<file path="src/common/colmix_pkg.sv">
// Colour mixer shared types: layer pixels, palette words, colours and sync levels
package colmix_pkg;

    // Default output delay in pixel enables
    localparam int unsigned DLY_DEF = 12;

    // Palette size in words, one per address
    localparam int unsigned PAL_AW    = 11;
    localparam int unsigned PAL_WORDS = 1 << PAL_AW;

    // Layer pixel formats
    typedef logic [6:0]  char_pxl_t;    // Colour nibble, index bits and bank
    typedef logic [10:0] scr_pxl_t;     // 10-bit index plus priority bit
    typedef logic [11:0] obj_pxl_t;     // 10-bit index, 2-bit priority on top

    // Palette and CPU side
    typedef logic [PAL_AW-1:0] pal_addr_t;  // MSB selects object half
    typedef logic [PAL_AW-1:0] cpu_addr_t;  // Word address, byte bits 11..1
    typedef logic [15:0]       pal_word_t;

    // Colour formats
    typedef logic [14:0] rgb15_t;       // 4-bit R,G,B fields then three LSBs
    typedef logic [4:0]  color5_t;

    // All four layers for one pixel
    typedef struct packed {
        char_pxl_t char_pxl;            // Text layer, front
        scr_pxl_t  scr1_pxl;
        scr_pxl_t  scr2_pxl;            // Back scroll
        obj_pxl_t  obj_pxl;             // Sprites
    } layer_pxl_t;

    // Blanking levels, low means blank
    typedef struct packed {
        logic lhbl;                     // Horizontal
        logic lvbl;                     // Vertical
    } vsync_t;

    // Final colour to the DAC
    typedef struct packed {
        color5_t red;
        color5_t green;
        color5_t blue;
    } rgb_out_t;

    // Opaque unless the colour nibble is zero
    function automatic logic is_opaque(input logic [3:0] nibble);
        return nibble != 4'd0;
    endfunction

endpackage

</file>
<file path="src/colmix/video_out.sv">
// Video output stage: blanking-aligned colour delay, channel unpack and blank to black
`timescale 1ns/100ps

module video_out #(
    parameter int DLY = colmix_pkg::DLY_DEF    // Depth in pixel enables, 1 or more
) (
    input                         clk,
    input                         rst_n,
    input                         pxl_cen,
    input  colmix_pkg::vsync_t    vsync,
    input  colmix_pkg::pal_word_t pal_data,
    output colmix_pkg::vsync_t    vsync_dly,
    output colmix_pkg::rgb_out_t  rgb
);
    import colmix_pkg::*;

    // One stage of the delay line, colour kept with its own blanking
    typedef struct packed {
        vsync_t sync;
        rgb15_t color;
    } dly_word_t;

    dly_word_t pipe [DLY];              // Stage 0 takes the new pixel
    dly_word_t tail;                    // Oldest stage
    dly_word_t head;                    // Incoming pixel
    logic      blank;

    // Bit 15 of the palette word is unused
    assign head.sync  = vsync;
    assign head.color = pal_data[14:0];

    // Shift once per pixel, cleared to blanking at reset
    always_ff @(posedge clk) begin
        if (!rst_n) begin
            for (int i = 0; i < DLY; i++) begin
                pipe[i] <= '0;          // Sync low reads as blank
            end
        end else if (pxl_cen) begin
            pipe[0] <= head;
            for (int i = 1; i < DLY; i++) begin
                pipe[i] <= pipe[i-1];
            end
        end
    end

    assign tail      = pipe[DLY-1];
    assign vsync_dly = tail.sync;

    // Either blank active forces black
    assign blank = ~tail.sync.lhbl | ~tail.sync.lvbl;

    // Four main bits then the shared low bit per channel
    always_comb begin
        rgb.red   = {tail.color[3:0],  tail.color[12]};
        rgb.green = {tail.color[7:4],  tail.color[13]};
        rgb.blue  = {tail.color[11:8], tail.color[14]};
        if (blank) begin
            rgb = '0;
        end
    end

endmodule

</file>
<file path="config.mk">
export PLATFORM = sky130hd
export DESIGN_NAME = video_out
export DESIGN_NICKNAME = d
export VERILOG_FILES = /design/src/common/colmix_pkg.sv /design/src/colmix/video_out.sv
export SDC_FILE = /design/constraint.sdc
export NUM_CORES = 1
export LEC_CHECK = 0
export CORE_UTILIZATION = 56
export CTS_CLUSTER_DIAMETER = 50
export DETAILED_ROUTE_END_ITERATION = 16
export DONT_BUFFER_PORTS = 1
export HOLD_SLACK_MARGIN = 0.06
export PLACE_DENSITY_LB_ADDON = 0.15
export SYNTH_ARGS = -nofsm -noshare
export SYNTH_HDL_FRONTEND = slang
export SYNTH_SLANG_ARGS = --single-unit
</file>
<file path="constraint.sdc">
create_clock -name clk -period 5.4 [get_ports clk]
set_input_delay 0 -clock clk [delete_from_list [all_inputs] [get_ports clk]]
set_output_delay 0 -clock clk [all_outputs]
set_load 0.005 [all_outputs]
</file>
==> results.sh <==
export IMPL_crit_family="buffers and inverters"
export IMPL_p_seq_share_pct=58.0
export IMPL_wl_per_cell_um=14.5
export IMPL_drt_total_wl_um=9540
export IMPL_rsz0062_at_grt="no"
export IMPL_cts_sink_count=204
export IMPL_p_comb_share_pct=3.4
export IMPL_grt_max_degree=206
export IMPL_synth_common_cells="edfxtp_1, and3_1, and2_1, clkbuf_1, clkbuf_2"
export IMPL_ir_drop_mv=0.330
export IMPL_chipWidth_um=120
export IMPL_maxCapViolations=0
export IMPL_io_pins=38
export IMPL_path_class="input port to flip-flop"
export IMPL_drv_slew=0
export IMPL_via_per_inst=5.45
export IMPL_design_area_sq_mm=0.00857
export IMPL_die_area_sq_mm=0.0143
export IMPL_drt_iter0_drc=384
export IMPL_hold_viol=0
export IMPL_worst_slew_pin_slew_ns=0.939
export IMPL_tritoncts="yes"
export IMPL_largest_register="pipe"
export IMPL_largest_reg_flops=204
export IMPL_nets=487
export IMPL_yosys_area_top_type="edfxtp_1"
export IMPL_synth_edff_count=204
export IMPL_syn_num_nets=489
export IMPL_fin_crit_sh_pct=26.8
export IMPL_diodes=0
export IMPL_path_max_fanout=205
export IMPL_place_area_sq_mm=0.00775
export IMPL_syn_area_sq_mm=0.00775
export IMPL_worstSetupEndpointType="flip-flop"
export IMPL_hold_class="input port to flip-flop"
export IMPL_tns_ns=0
export IMPL_dr_pass1_iters=4
export IMPL_p_leak_nw=3.83
export IMPL_clkTransAtPathRegs_ns=0.06
export IMPL_synth_seq_cells=204
export IMPL_place_congestion=0.625
export IMPL_ctsResizeCount=0
export IMPL_ys_flop_type="edfxtp_1"
export IMPL_synth_avg_cell_area_sq_um=16.6
export IMPL_gr_usage_all_layers_pct=13.8
export IMPL_multi_input_area_sq_mm=0.00138
export IMPL_antenna_found_initial=0
export IMPL_globalRouteOverflowTotal=0
export IMPL_postCtsSetupBuffers=0
export IMPL_yosysSeqAreaShare_pct=79.0
export IMPL_n_fill_cell=957
export IMPL_power_switching_uw=632
export IMPL_core_area_sq_mm=0.0133
export IMPL_drive_gt1_share_pct=6.25
export IMPL_synth_area_leaders="edfxtp_1, and3_1, and2_1"
export IMPL_ys_async_sr_fraction_pct=0
export IMPL_yosys_warnings=0
export IMPL_clock_latency_ns=0.48
export IMPL_fmax_mhz=691
export IMPL_die_y_um=120
export IMPL_relSlewSlack_pct=37.4
export IMPL_top_regs="pipe: 204 flops"
export IMPL_finalSetupViolCount=0
export IMPL_clkPwrFrac_pct=38.6
export IMPL_worstPathCellList="buf_16 -> nand2b_4 -> buf_12"
export IMPL_start_util_pct=58.1
export IMPL_sw_frac_of_total_pct=19.6
export IMPL_p_int_mw=2.60
export IMPL_area_growth_syn_to_layout_pct=10.5
export IMPL_htreeDepth=1
export IMPL_min_period_ns=1.45
export IMPL_synth_most_common_cell="edfxtp_1"
export IMPL_crit_path_start_kind="input port"
export IMPL_postRouteAntennaNets=0
export IMPL_numCtsBuffers=20
export IMPL_yosysTopAreaCellShare_pct=79.0
export IMPL_netlist_instances=468
export IMPL_clockRootBuffer="clkbuf_16"
export IMPL_vias=3577
export IMPL_cpPeakStageDelay_ns=0.66
export IMPL_ff_latch_area_sq_mm=0.00613
export IMPL_std_cell_rows=42
export IMPL_required_ns=5.50
export IMPL_ys_types=8
export IMPL_clk_path_buf_depth=3
export IMPL_grt_pass1_wl_um=16000
export IMPL_status="finished, final reports clean"
export IMPL_route_detailed_drc=0
export IMPL_cp_buffers_inverters=2
export IMPL_crit_slowest_cell="buf_12"
export IMPL_ctsHoldBuffers=19
export IMPL_powerDensity_mw_per_mm2=377
export IMPL_cp_arrival_ns=1.55
export IMPL_grt_pass1_vias=3373
export IMPL_fin_skew_ns=0.00715
export IMPL_port_buffers=0
-- worst paths after layout --
check        slack (ns)                    endpoint                        from  cells after the start
max                3.95  pipe[0][173]$_SDFFCE_PN0P_                       rst_n                      3
min                0.09   pipe[0][20]$_SDFFCE_PN0P_                     pxl_cen                      2
max reg2reg        4.57   pipe[0][25]$_SDFFCE_PN0P_    pipe[0][8]$_SDFFCE_PN0P_                      1
min reg2reg        0.52  pipe[0][175]$_SDFFCE_PN0P_  pipe[0][158]$_SDFFCE_PN0P_                      1
-- final cells by class --
type                            instances  share of cell area [%]
Multi-Input combinational cell        220                    16.2
Tap cell                              176                    2.57
Clock buffer                           24                    6.27
Timing Repair Buffer                   20                    2.86
Sequential cell                       204                    71.5
Clock inverter                         12                   0.628
-- power groups by stage --
stage	Combinational [mW]	Sequential (mW)	Clock, mW
after floorplan	0.0890	1.91	0
after global placement	0.0648	1.90	0
after detailed placement	0.0687	1.91	0
after CTS	0.112	1.88	1.28
after global routing	0.124	1.88	1.33
final	0.110	1.88	1.25
-- metrics by stage --
step	instances	hold slack [ns]	setup WS [ns]	power, mW	util (%)
final	656	0.0910	3.95	3.23	64.2
after global routing	656	0.147	3.80	3.34	64.2
after CTS	656	0.143	3.92	3.27	64.2
after detailed placement	601	0.222	3.90	1.98	58.1
after global placement	601	0.221	3.95	1.97	58.1
after floorplan	468	0.236	2.21	1.99	-
-- cell usage in the layout (no fill, tap or decap) --
| cell | count |
|---|---|
| edfxtp_1 | 204 |
| and3_1 | 185 |
| and2_1 | 34 |
| clkbuf_16 | 21 |
| dlygate4sd3_1 | 17 |
| clkinv_1 | 7 |
| clkinv_2 | 4 |
| clkbuf_1 | 3 |
| buf_16 | 2 |
| nand2b_4 | 1 |
| clkinvlp_4 | 1 |
| buf_12 | 1 |
-- routing by layer --
| layer | global-route usage, % | vias up | routed length, um |
|---|---|---|---|
| li1 | - | 1768 | - |
| met1 | 18.0 | 1733 | 4420 |
| met2 | 22.4 | 59 | 4520 |
| met3 | 3.09 | 17 | 341 |
| met4 | 5.70 | 0 | 263 |
| met5 | 0 | - | 0 |
-- cells by family (layout without fill, tap and decap cells) --
kind of cell  after synthesis  count (layout)  synth area share, %
simple gates              220             220                 17.8
flops                     204             204                 79.0
buf+inv                    44              56                 3.20
Note: power is estimated with default switching activity, not from simulation.
