<file path="src/common/colmix_pkg.sv">
// Colour mixer shared types: layer pixels, palette words, colours and sync levels
package colmix_pkg;

    // Default output delay in pixel enables
    localparam int unsigned DLY_DEF = 12;

    // Palette size in words, one per address
    localparam int unsigned PAL_AW    = 11;
    localparam int unsigned PAL_WORDS = 1 << PAL_AW;

    // Layer pixel formats
    typedef logic [6:0]  char_pxl_t;    // Colour nibble, index bits and bank
    typedef logic [10:0] scr_pxl_t;     // 10-bit index plus priority bit
    typedef logic [11:0] obj_pxl_t;     // 10-bit index, 2-bit priority on top

    // Palette and CPU side
    typedef logic [PAL_AW-1:0] pal_addr_t;  // MSB selects object half
    typedef logic [PAL_AW-1:0] cpu_addr_t;  // Word address, byte bits 11..1
    typedef logic [15:0]       pal_word_t;

    // Colour formats
    typedef logic [14:0] rgb15_t;       // 4-bit R,G,B fields then three LSBs
    typedef logic [4:0]  color5_t;

    // All four layers for one pixel
    typedef struct packed {
        char_pxl_t char_pxl;            // Text layer, front
        scr_pxl_t  scr1_pxl;
        scr_pxl_t  scr2_pxl;            // Back scroll
        obj_pxl_t  obj_pxl;             // Sprites
    } layer_pxl_t;

    // Blanking levels, low means blank
    typedef struct packed {
        logic lhbl;                     // Horizontal
        logic lvbl;                     // Vertical
    } vsync_t;

    // Final colour to the DAC
    typedef struct packed {
        color5_t red;
        color5_t green;
        color5_t blue;
    } rgb_out_t;

    // Opaque unless the colour nibble is zero
    function automatic logic is_opaque(input logic [3:0] nibble);
        return nibble != 4'd0;
    endfunction

endpackage

</file>
<file path="src/colmix/layer_prio.sv">
// Layer priority: picks the frontmost opaque layer pixel and forms its palette address
`timescale 1ns/100ps

module layer_prio (
    input  colmix_pkg::layer_pxl_t layers,
    output colmix_pkg::pal_addr_t  pal_addr
);
    import colmix_pkg::*;

    logic char_op;                      // Opaque flags per layer
    logic obj_op;
    logic scr1_op;
    logic scr2_op;

    pal_addr_t char_addr;               // Candidate addresses
    pal_addr_t obj_addr;
    pal_addr_t scr1_addr;
    pal_addr_t scr2_addr;

    // Low nibble carries transparency for every layer
    assign char_op = is_opaque(layers.char_pxl[3:0]);
    assign obj_op  = is_opaque(layers.obj_pxl[3:0]);
    assign scr1_op = is_opaque(layers.scr1_pxl[3:0]);
    assign scr2_op = is_opaque(layers.scr2_pxl[3:0]);

    // Text uses only the first 64 entries
    assign char_addr = {5'd0, layers.char_pxl[5:0]};
    // Sprites live in the upper half, priority bits dropped
    assign obj_addr  = {1'b1, layers.obj_pxl[9:0]};
    // Scroll layers share the lower half
    assign scr1_addr = {1'b0, layers.scr1_pxl[9:0]};
    assign scr2_addr = {1'b0, layers.scr2_pxl[9:0]};

    // Fixed order: char, object, scroll 1, scroll 2
    always_comb begin
        if (char_op) begin
            pal_addr = char_addr;
        end else if (obj_op) begin
            pal_addr = obj_addr;
        end else if (scr1_op) begin
            pal_addr = scr1_addr;
        end else if (scr2_op) begin
            pal_addr = scr2_addr;
        end else begin
            pal_addr = '0;              // Backdrop colour
        end
    end

endmodule

</file>
<file path="config.mk">
export PLATFORM = sky130hd
export DESIGN_NAME = layer_prio
export DESIGN_NICKNAME = d
export VERILOG_FILES = /design/src/common/colmix_pkg.sv /design/src/colmix/layer_prio.sv
export SDC_FILE = /design/constraint.sdc
export NUM_CORES = 1
export LEC_CHECK = 0
export BUFFER_PORTS_ARGS = -buffer_cell sky130_fd_sc_hd__buf_2
export CAP_MARGIN = 20
export CORE_AREA = 2 2 39 41
export DETAILED_ROUTE_END_ITERATION = 10
export DIE_AREA = 0 0 41 43
export PLACE_DENSITY_LB_ADDON = 0.15
export SLEW_MARGIN = 20
export SYNTH_ARGS = -nofsm -noshare
export SYNTH_HDL_FRONTEND = slang
export SYNTH_SLANG_ARGS = --single-unit
</file>
<file path="constraint.sdc">
create_clock -name vclk -period 1.13
set_input_delay 0.0565 -clock vclk [all_inputs]
set_output_delay 0.0565 -clock vclk [all_outputs]
set_load 0.01 [all_outputs]
</file>
==> results of run 1 <==
cell usage after synthesis:
cell      number
nor4_4         1
nand2_1        5
buf_2          2
buf_1          1
nor2_1         3
o21ai_0        8
nor3_1         2
nor4_1         2
or4_1          4
a21oi_1        8
a31oi_1        4
a211oi_1       4
clkbuf_1       1
nand3_1        6
how the worst min path moves through the flow:
| stage | start | endpoint | depth (start not counted) |
|---|---|---|---|
| global route | layers[37] | pal_addr[3] | 4 |
| floorplan | layers[16] | pal_addr[4] | 2 |
| global placement | layers[36] | pal_addr[2] | 4 |
| detailed placement | layers[34] | pal_addr[0] | 4 |
| finish | layers[37] | pal_addr[3] | 4 |
| CTS | layers[37] | pal_addr[3] | 4 |
worst max-delay path, stage by stage:
cell and delay (ns):
buf_6 0.09, or4_4 0.56, a211oi_2 0.22, a211oi_2 0.09
buf_2 0.14
power by group:
group | switching [uW] | internal (uW) | total [uW]
logic | 90.9 | 113 | 204
registers | 0 | 0 | 0
clock network | 0 | 0 | 0
metrics by stage:
stage | worst slack (ns) | hold WS [ns] | util
final | -0.0987 | 0.447 | 0.531
after global routing | -0.130 | 0.464 | 0.531
after CTS | -0.0981 | 0.431 | 0.521
after detailed placement | -0.205 | 0.435 | 0.466
after global placement | -0.184 | 0.428 | 0.466
after floorplan | 0.0119 | 0.252 | -
area by class of cell:
| type | count | area [um^2] |
|---|---|---|
| fill | 140 | 649 |
| multi-input combinational | 47 | 335 |
| tap | 16 | 20.0 |
| timing repair buffer | 64 | 379 |
metal layers:
| metal | share of wire | GRT usage | wire length, um |
|---|---|---|---|
| met3 | 0.090 | 0 | 130 |
| met5 | 0 | 0 | 0 |
| met4 | 0 | 0 | 0 |
| met2 | 0.52 | 0.319 | 750 |
| met1 | 0.39 | 0.165 | 570 |
cell families (layout without fill, tap and decap cells):
group | Yosys count | count (layout) | synth area share
simple gates | 23 | 23 | 0.467
compound gates | 24 | 24 | 0.472
buf+inv | 4 | 64 | 0.0611
repair_timing:
item                                    CTS  global route
endpoints found under the setup margin   10            10
pin swaps                                 8             1
hold buffers                              0             0
gates resized for setup                  19             2
cloned                                    0             1
setup buffers                             0             0
==> summary.txt, run 1 <==
Final TNS setup: -0.438 ns
Final Total Pwr: 204 uW
clock buf count: 0
ANT nets after route: 0
Distinct cells, synth: 14
critical path type: in2out
final instance area: 734 um^2
Global Route Usage Sum: 0.154
share of cells above drive strength 1: 0.694
min-delay worst type: in2out
post-synthesis cell type with the largest combined area: a21oi_1
vias: 644
Worst VDD drop: 108 uV
1st-iter DRT viols: 6
Die Y: 43 um
Max Slew Vio Count: 0
fmax: 814 MHz
Synthesized Nets: 92
Synth Cell Area: 287 um^2
commonest non-fill, non-tap cells in the layout: buf_2 (45), buf_4 (16), a21oi_1 (8)
HPWL Detailed: 1130 um
Worst Setup End Kind: output port
Total Wirelength: 1450 um
Core Region: 0.00138 mm^2
Syn Inst Count: 51
remaining global-route overflow: 0
commonest non-fill, non-tap cell in the layout: buf_2
Seq/Total Area, Yosys: 0
Area Overhead vs Synth: 156%
pin count of the biggest net entering global routing: 12
Slew headroom: 0.835
RSZ-0062 raised after global routing: true
nets@finish: 154
fin crit period: 1.23 ns
average cell area after synthesis: 5.62 um^2
Die Area: 0.00176 mm^2
DR vias/cell: 5.07
Initial Util: 0.207
vias in the first global route: 536
gpl congestion: 0.745
initial antenna violation count: 0
Worst Setup EP: pal_addr[4]
Synth Warn #: 0
max cap viols: 0
wire per inst: 11.4 um
top cells by area, synth: a21oi_1 (14%), o21ai_0 (14%), nand3_1 (10%)
Placed Cells: 126
Tightest Pin Transition: 0.246 ns
status: complete, but fails checks
crit start category: input port
worst setup margin: -0.0987 ns
dpl cell area: 644 um^2
DRC: 0
violated checks: setup timing
Worst Path Max Fanout: 4
Non-Filler Instances: 127
Synth top area share: 0.140
Top-Level Pins: 52
DRT Pass-1 Iters: 3
sequential cells: 0
WP data arrival: 1.17 ns
die span in x: 41 um
Final setup viols: 7
I/O Buffers: 47
Cell Pwr Density: 277 mW/mm^2
FP Rows: 14
CP Launch Point: layers[26]
fin crit share: 1.09
WP data required: 1.07 ns
antenna cells: 0
LEAKAGE: 0.000362 uW
first-pass GRT wire length: 2040 um
register area: 0 um^2
Hold Violations, Final: 0
Note: power is estimated with default switching activity, not from simulation.
==> inputs of run 2 (changes only) <==
clock period = 1.5 ns   (was 1.13 ns; I/O delays follow)
==> run 2 against run 1 <==
Net effect: hold slack improved by 0.016 ns; clock-buffer cell count is the same; sequential cell count unchanged; sequential share of layout area unchanged; final cell count is 9.4% lower; global-route usage is 3.2 points lower; first-iteration DRC count down 33%; the flow now finishes without violations; non-clock buffer count fell by 12; worst setup slack better by 0.23 ns; critical endpoint is now pal_addr[5].
==> summary.txt, run 2 (synthesized netlist as in run 1, its figures left out) <==
wire per inst: 10.6 um (was 11.4 um)
fin crit share: 0.912
FP Rows: 14 (unchanged)
sequential cells: 0 (unchanged)
vias in the first global route: 453 (was 536)
ANT nets after route: 0 (unchanged)
switching share of total power: 0.478 (was 0.446)
clock buf count: 0 (unchanged)
crit start category: input port (unchanged)
die span in x: 41 um (unchanged)
Worst Setup End Kind: output port (unchanged)
DR vias/cell: 4.97 (was 5.07)
critical path type: in2out (unchanged)
RSZ-0062 raised after global routing: false (was true)
Worst Path Max Fanout: 3 (was 4)
LEAKAGE: 0.000284 uW (was 0.000362 uW)
power share of the combinational group: 1.000 (about the same)
remaining global-route overflow: 0 (unchanged)
Seq pwr share: 0 (about the same)
max cap viols: 0 (unchanged)
clock share of power: 0 (about the same)
Die Y: 43 um (unchanged)
Core Region: 0.00138 mm^2 (unchanged)
worst setup margin: 0.133 ns (was -0.0987 ns)
Final setup viols: 0 (was 7)
Worst VDD drop: 62.6 uV (was 108 uV)
gpl congestion: 0.772 (was 0.745)
WP data required: 1.42 ns (was 1.07 ns)
Slew headroom: 0.773 (was 0.835)
Final TNS setup: 0 ns (was -0.438 ns)
Post-CTS Hold Buffers: 0 (unchanged)
WP data arrival: 1.29 ns (was 1.17 ns)
DRC: 0 (unchanged)
first-pass GRT wire length: 1660 um (was 2040 um)
antenna cells: 0 (unchanged)
pin count of the biggest net entering global routing: 12 (unchanged)
Die Area: 0.00176 mm^2 (unchanged)
Tightest Pin Transition: 0.337 ns (was 0.246 ns)
DRT Pass-1 Iters: 4 (was 3)
commonest non-fill, non-tap cell in the layout: buf_2 (unchanged)
fmax: 731 MHz
number of setup buffers added after CTS: 0 (unchanged)
Power Internal: 58.9 uW (was 113 uW)
register area: 0 um^2 (unchanged)
Total Wirelength: 1220 um (was 1450 um)
commonest non-fill, non-tap cells in the layout: buf_2 (47), o21ai_0 (8), a21oi_1 (8) (was buf_2 (45), buf_4 (16), a21oi_1 (8))
vias: 571 (was 644)
Initial Util: 0.207 (unchanged)
nets@finish: 142 (was 154)
Hold Violations, Final: 0 (unchanged)
share of cells above drive strength 1: 0.535 (was 0.694)
I/O Buffers: 47 (unchanged)
Area Overhead vs Synth: 96.1% (was 156%)
pre-CTS setup slack: 0.136 ns (was -0.205 ns)
Max Slew Vio Count: 0 (unchanged)
fin crit period: 1.37 ns
status: completed (was complete, but fails checks)
Cell Pwr Density: 201 mW/mm^2 (was 277 mW/mm^2)
Top-Level Pins: 52 (unchanged)
initial antenna violation count: 0 (unchanged)
sw power: 53.9 uW (was 90.9 uW)
Post-CTS Resized: 0 (was 19)
min-delay worst type: in2out (unchanged)
Global Route Usage Sum: 0.122 (was 0.154)
1st-iter DRT viols: 4 (was 6)
HPWL Detailed: 1050 um (was 1130 um)
-- run 2: worst max-delay path: stages --
cell and delay (ns):
buf_2 0.12, or4_1 0.58, a211oi_1 0.27, a211oi_1 0.10
buf_2 0.14
-- run 2: path summary, 6_finish.rpt --
path                        from          end  slack [ns]  cells after the start
worst max-delay path  layers[23]  pal_addr[5]        0.13                      5
worst min-delay path  layers[35]  pal_addr[1]        0.46                      4
-- run 2: layout make-up --
type                       count  area [um^2]
timing repair buffer          52          273
multi-input combinational     47          269
fill                         162          822
tap                           16         20.0
-- run 2: layer usage --
metal  track usage  routed length, um  vias to the layer above
met5             0                  0                        -
met3        0.0105                151                        0
met4             0                  0                        0
li1              -                  -                      301
met2         0.219                555                       28
met1         0.158                511                      242
-- run 2: through the flow --
step	instances	total power (uW)	area (um^2)	util	hold slack, ns
after CTS	115	114	562	0.406	0.464
after global routing	115	125	562	0.406	0.506
after detailed placement	115	114	562	0.406	0.464
after floorplan	51	37.5	287	-	0.289
final	115	113	562	0.406	0.464
after global placement	115	113	562	0.406	0.469
-- run 2: power by group through the flow --
stage	Sequential, uW	Combinational, uW	Clock (uW)
floorplan	0	37.5	0
global placement	0	113	0
detailed placement	0	114	0
CTS	0	114	0
global route	0	125	0
finish	0	113	0
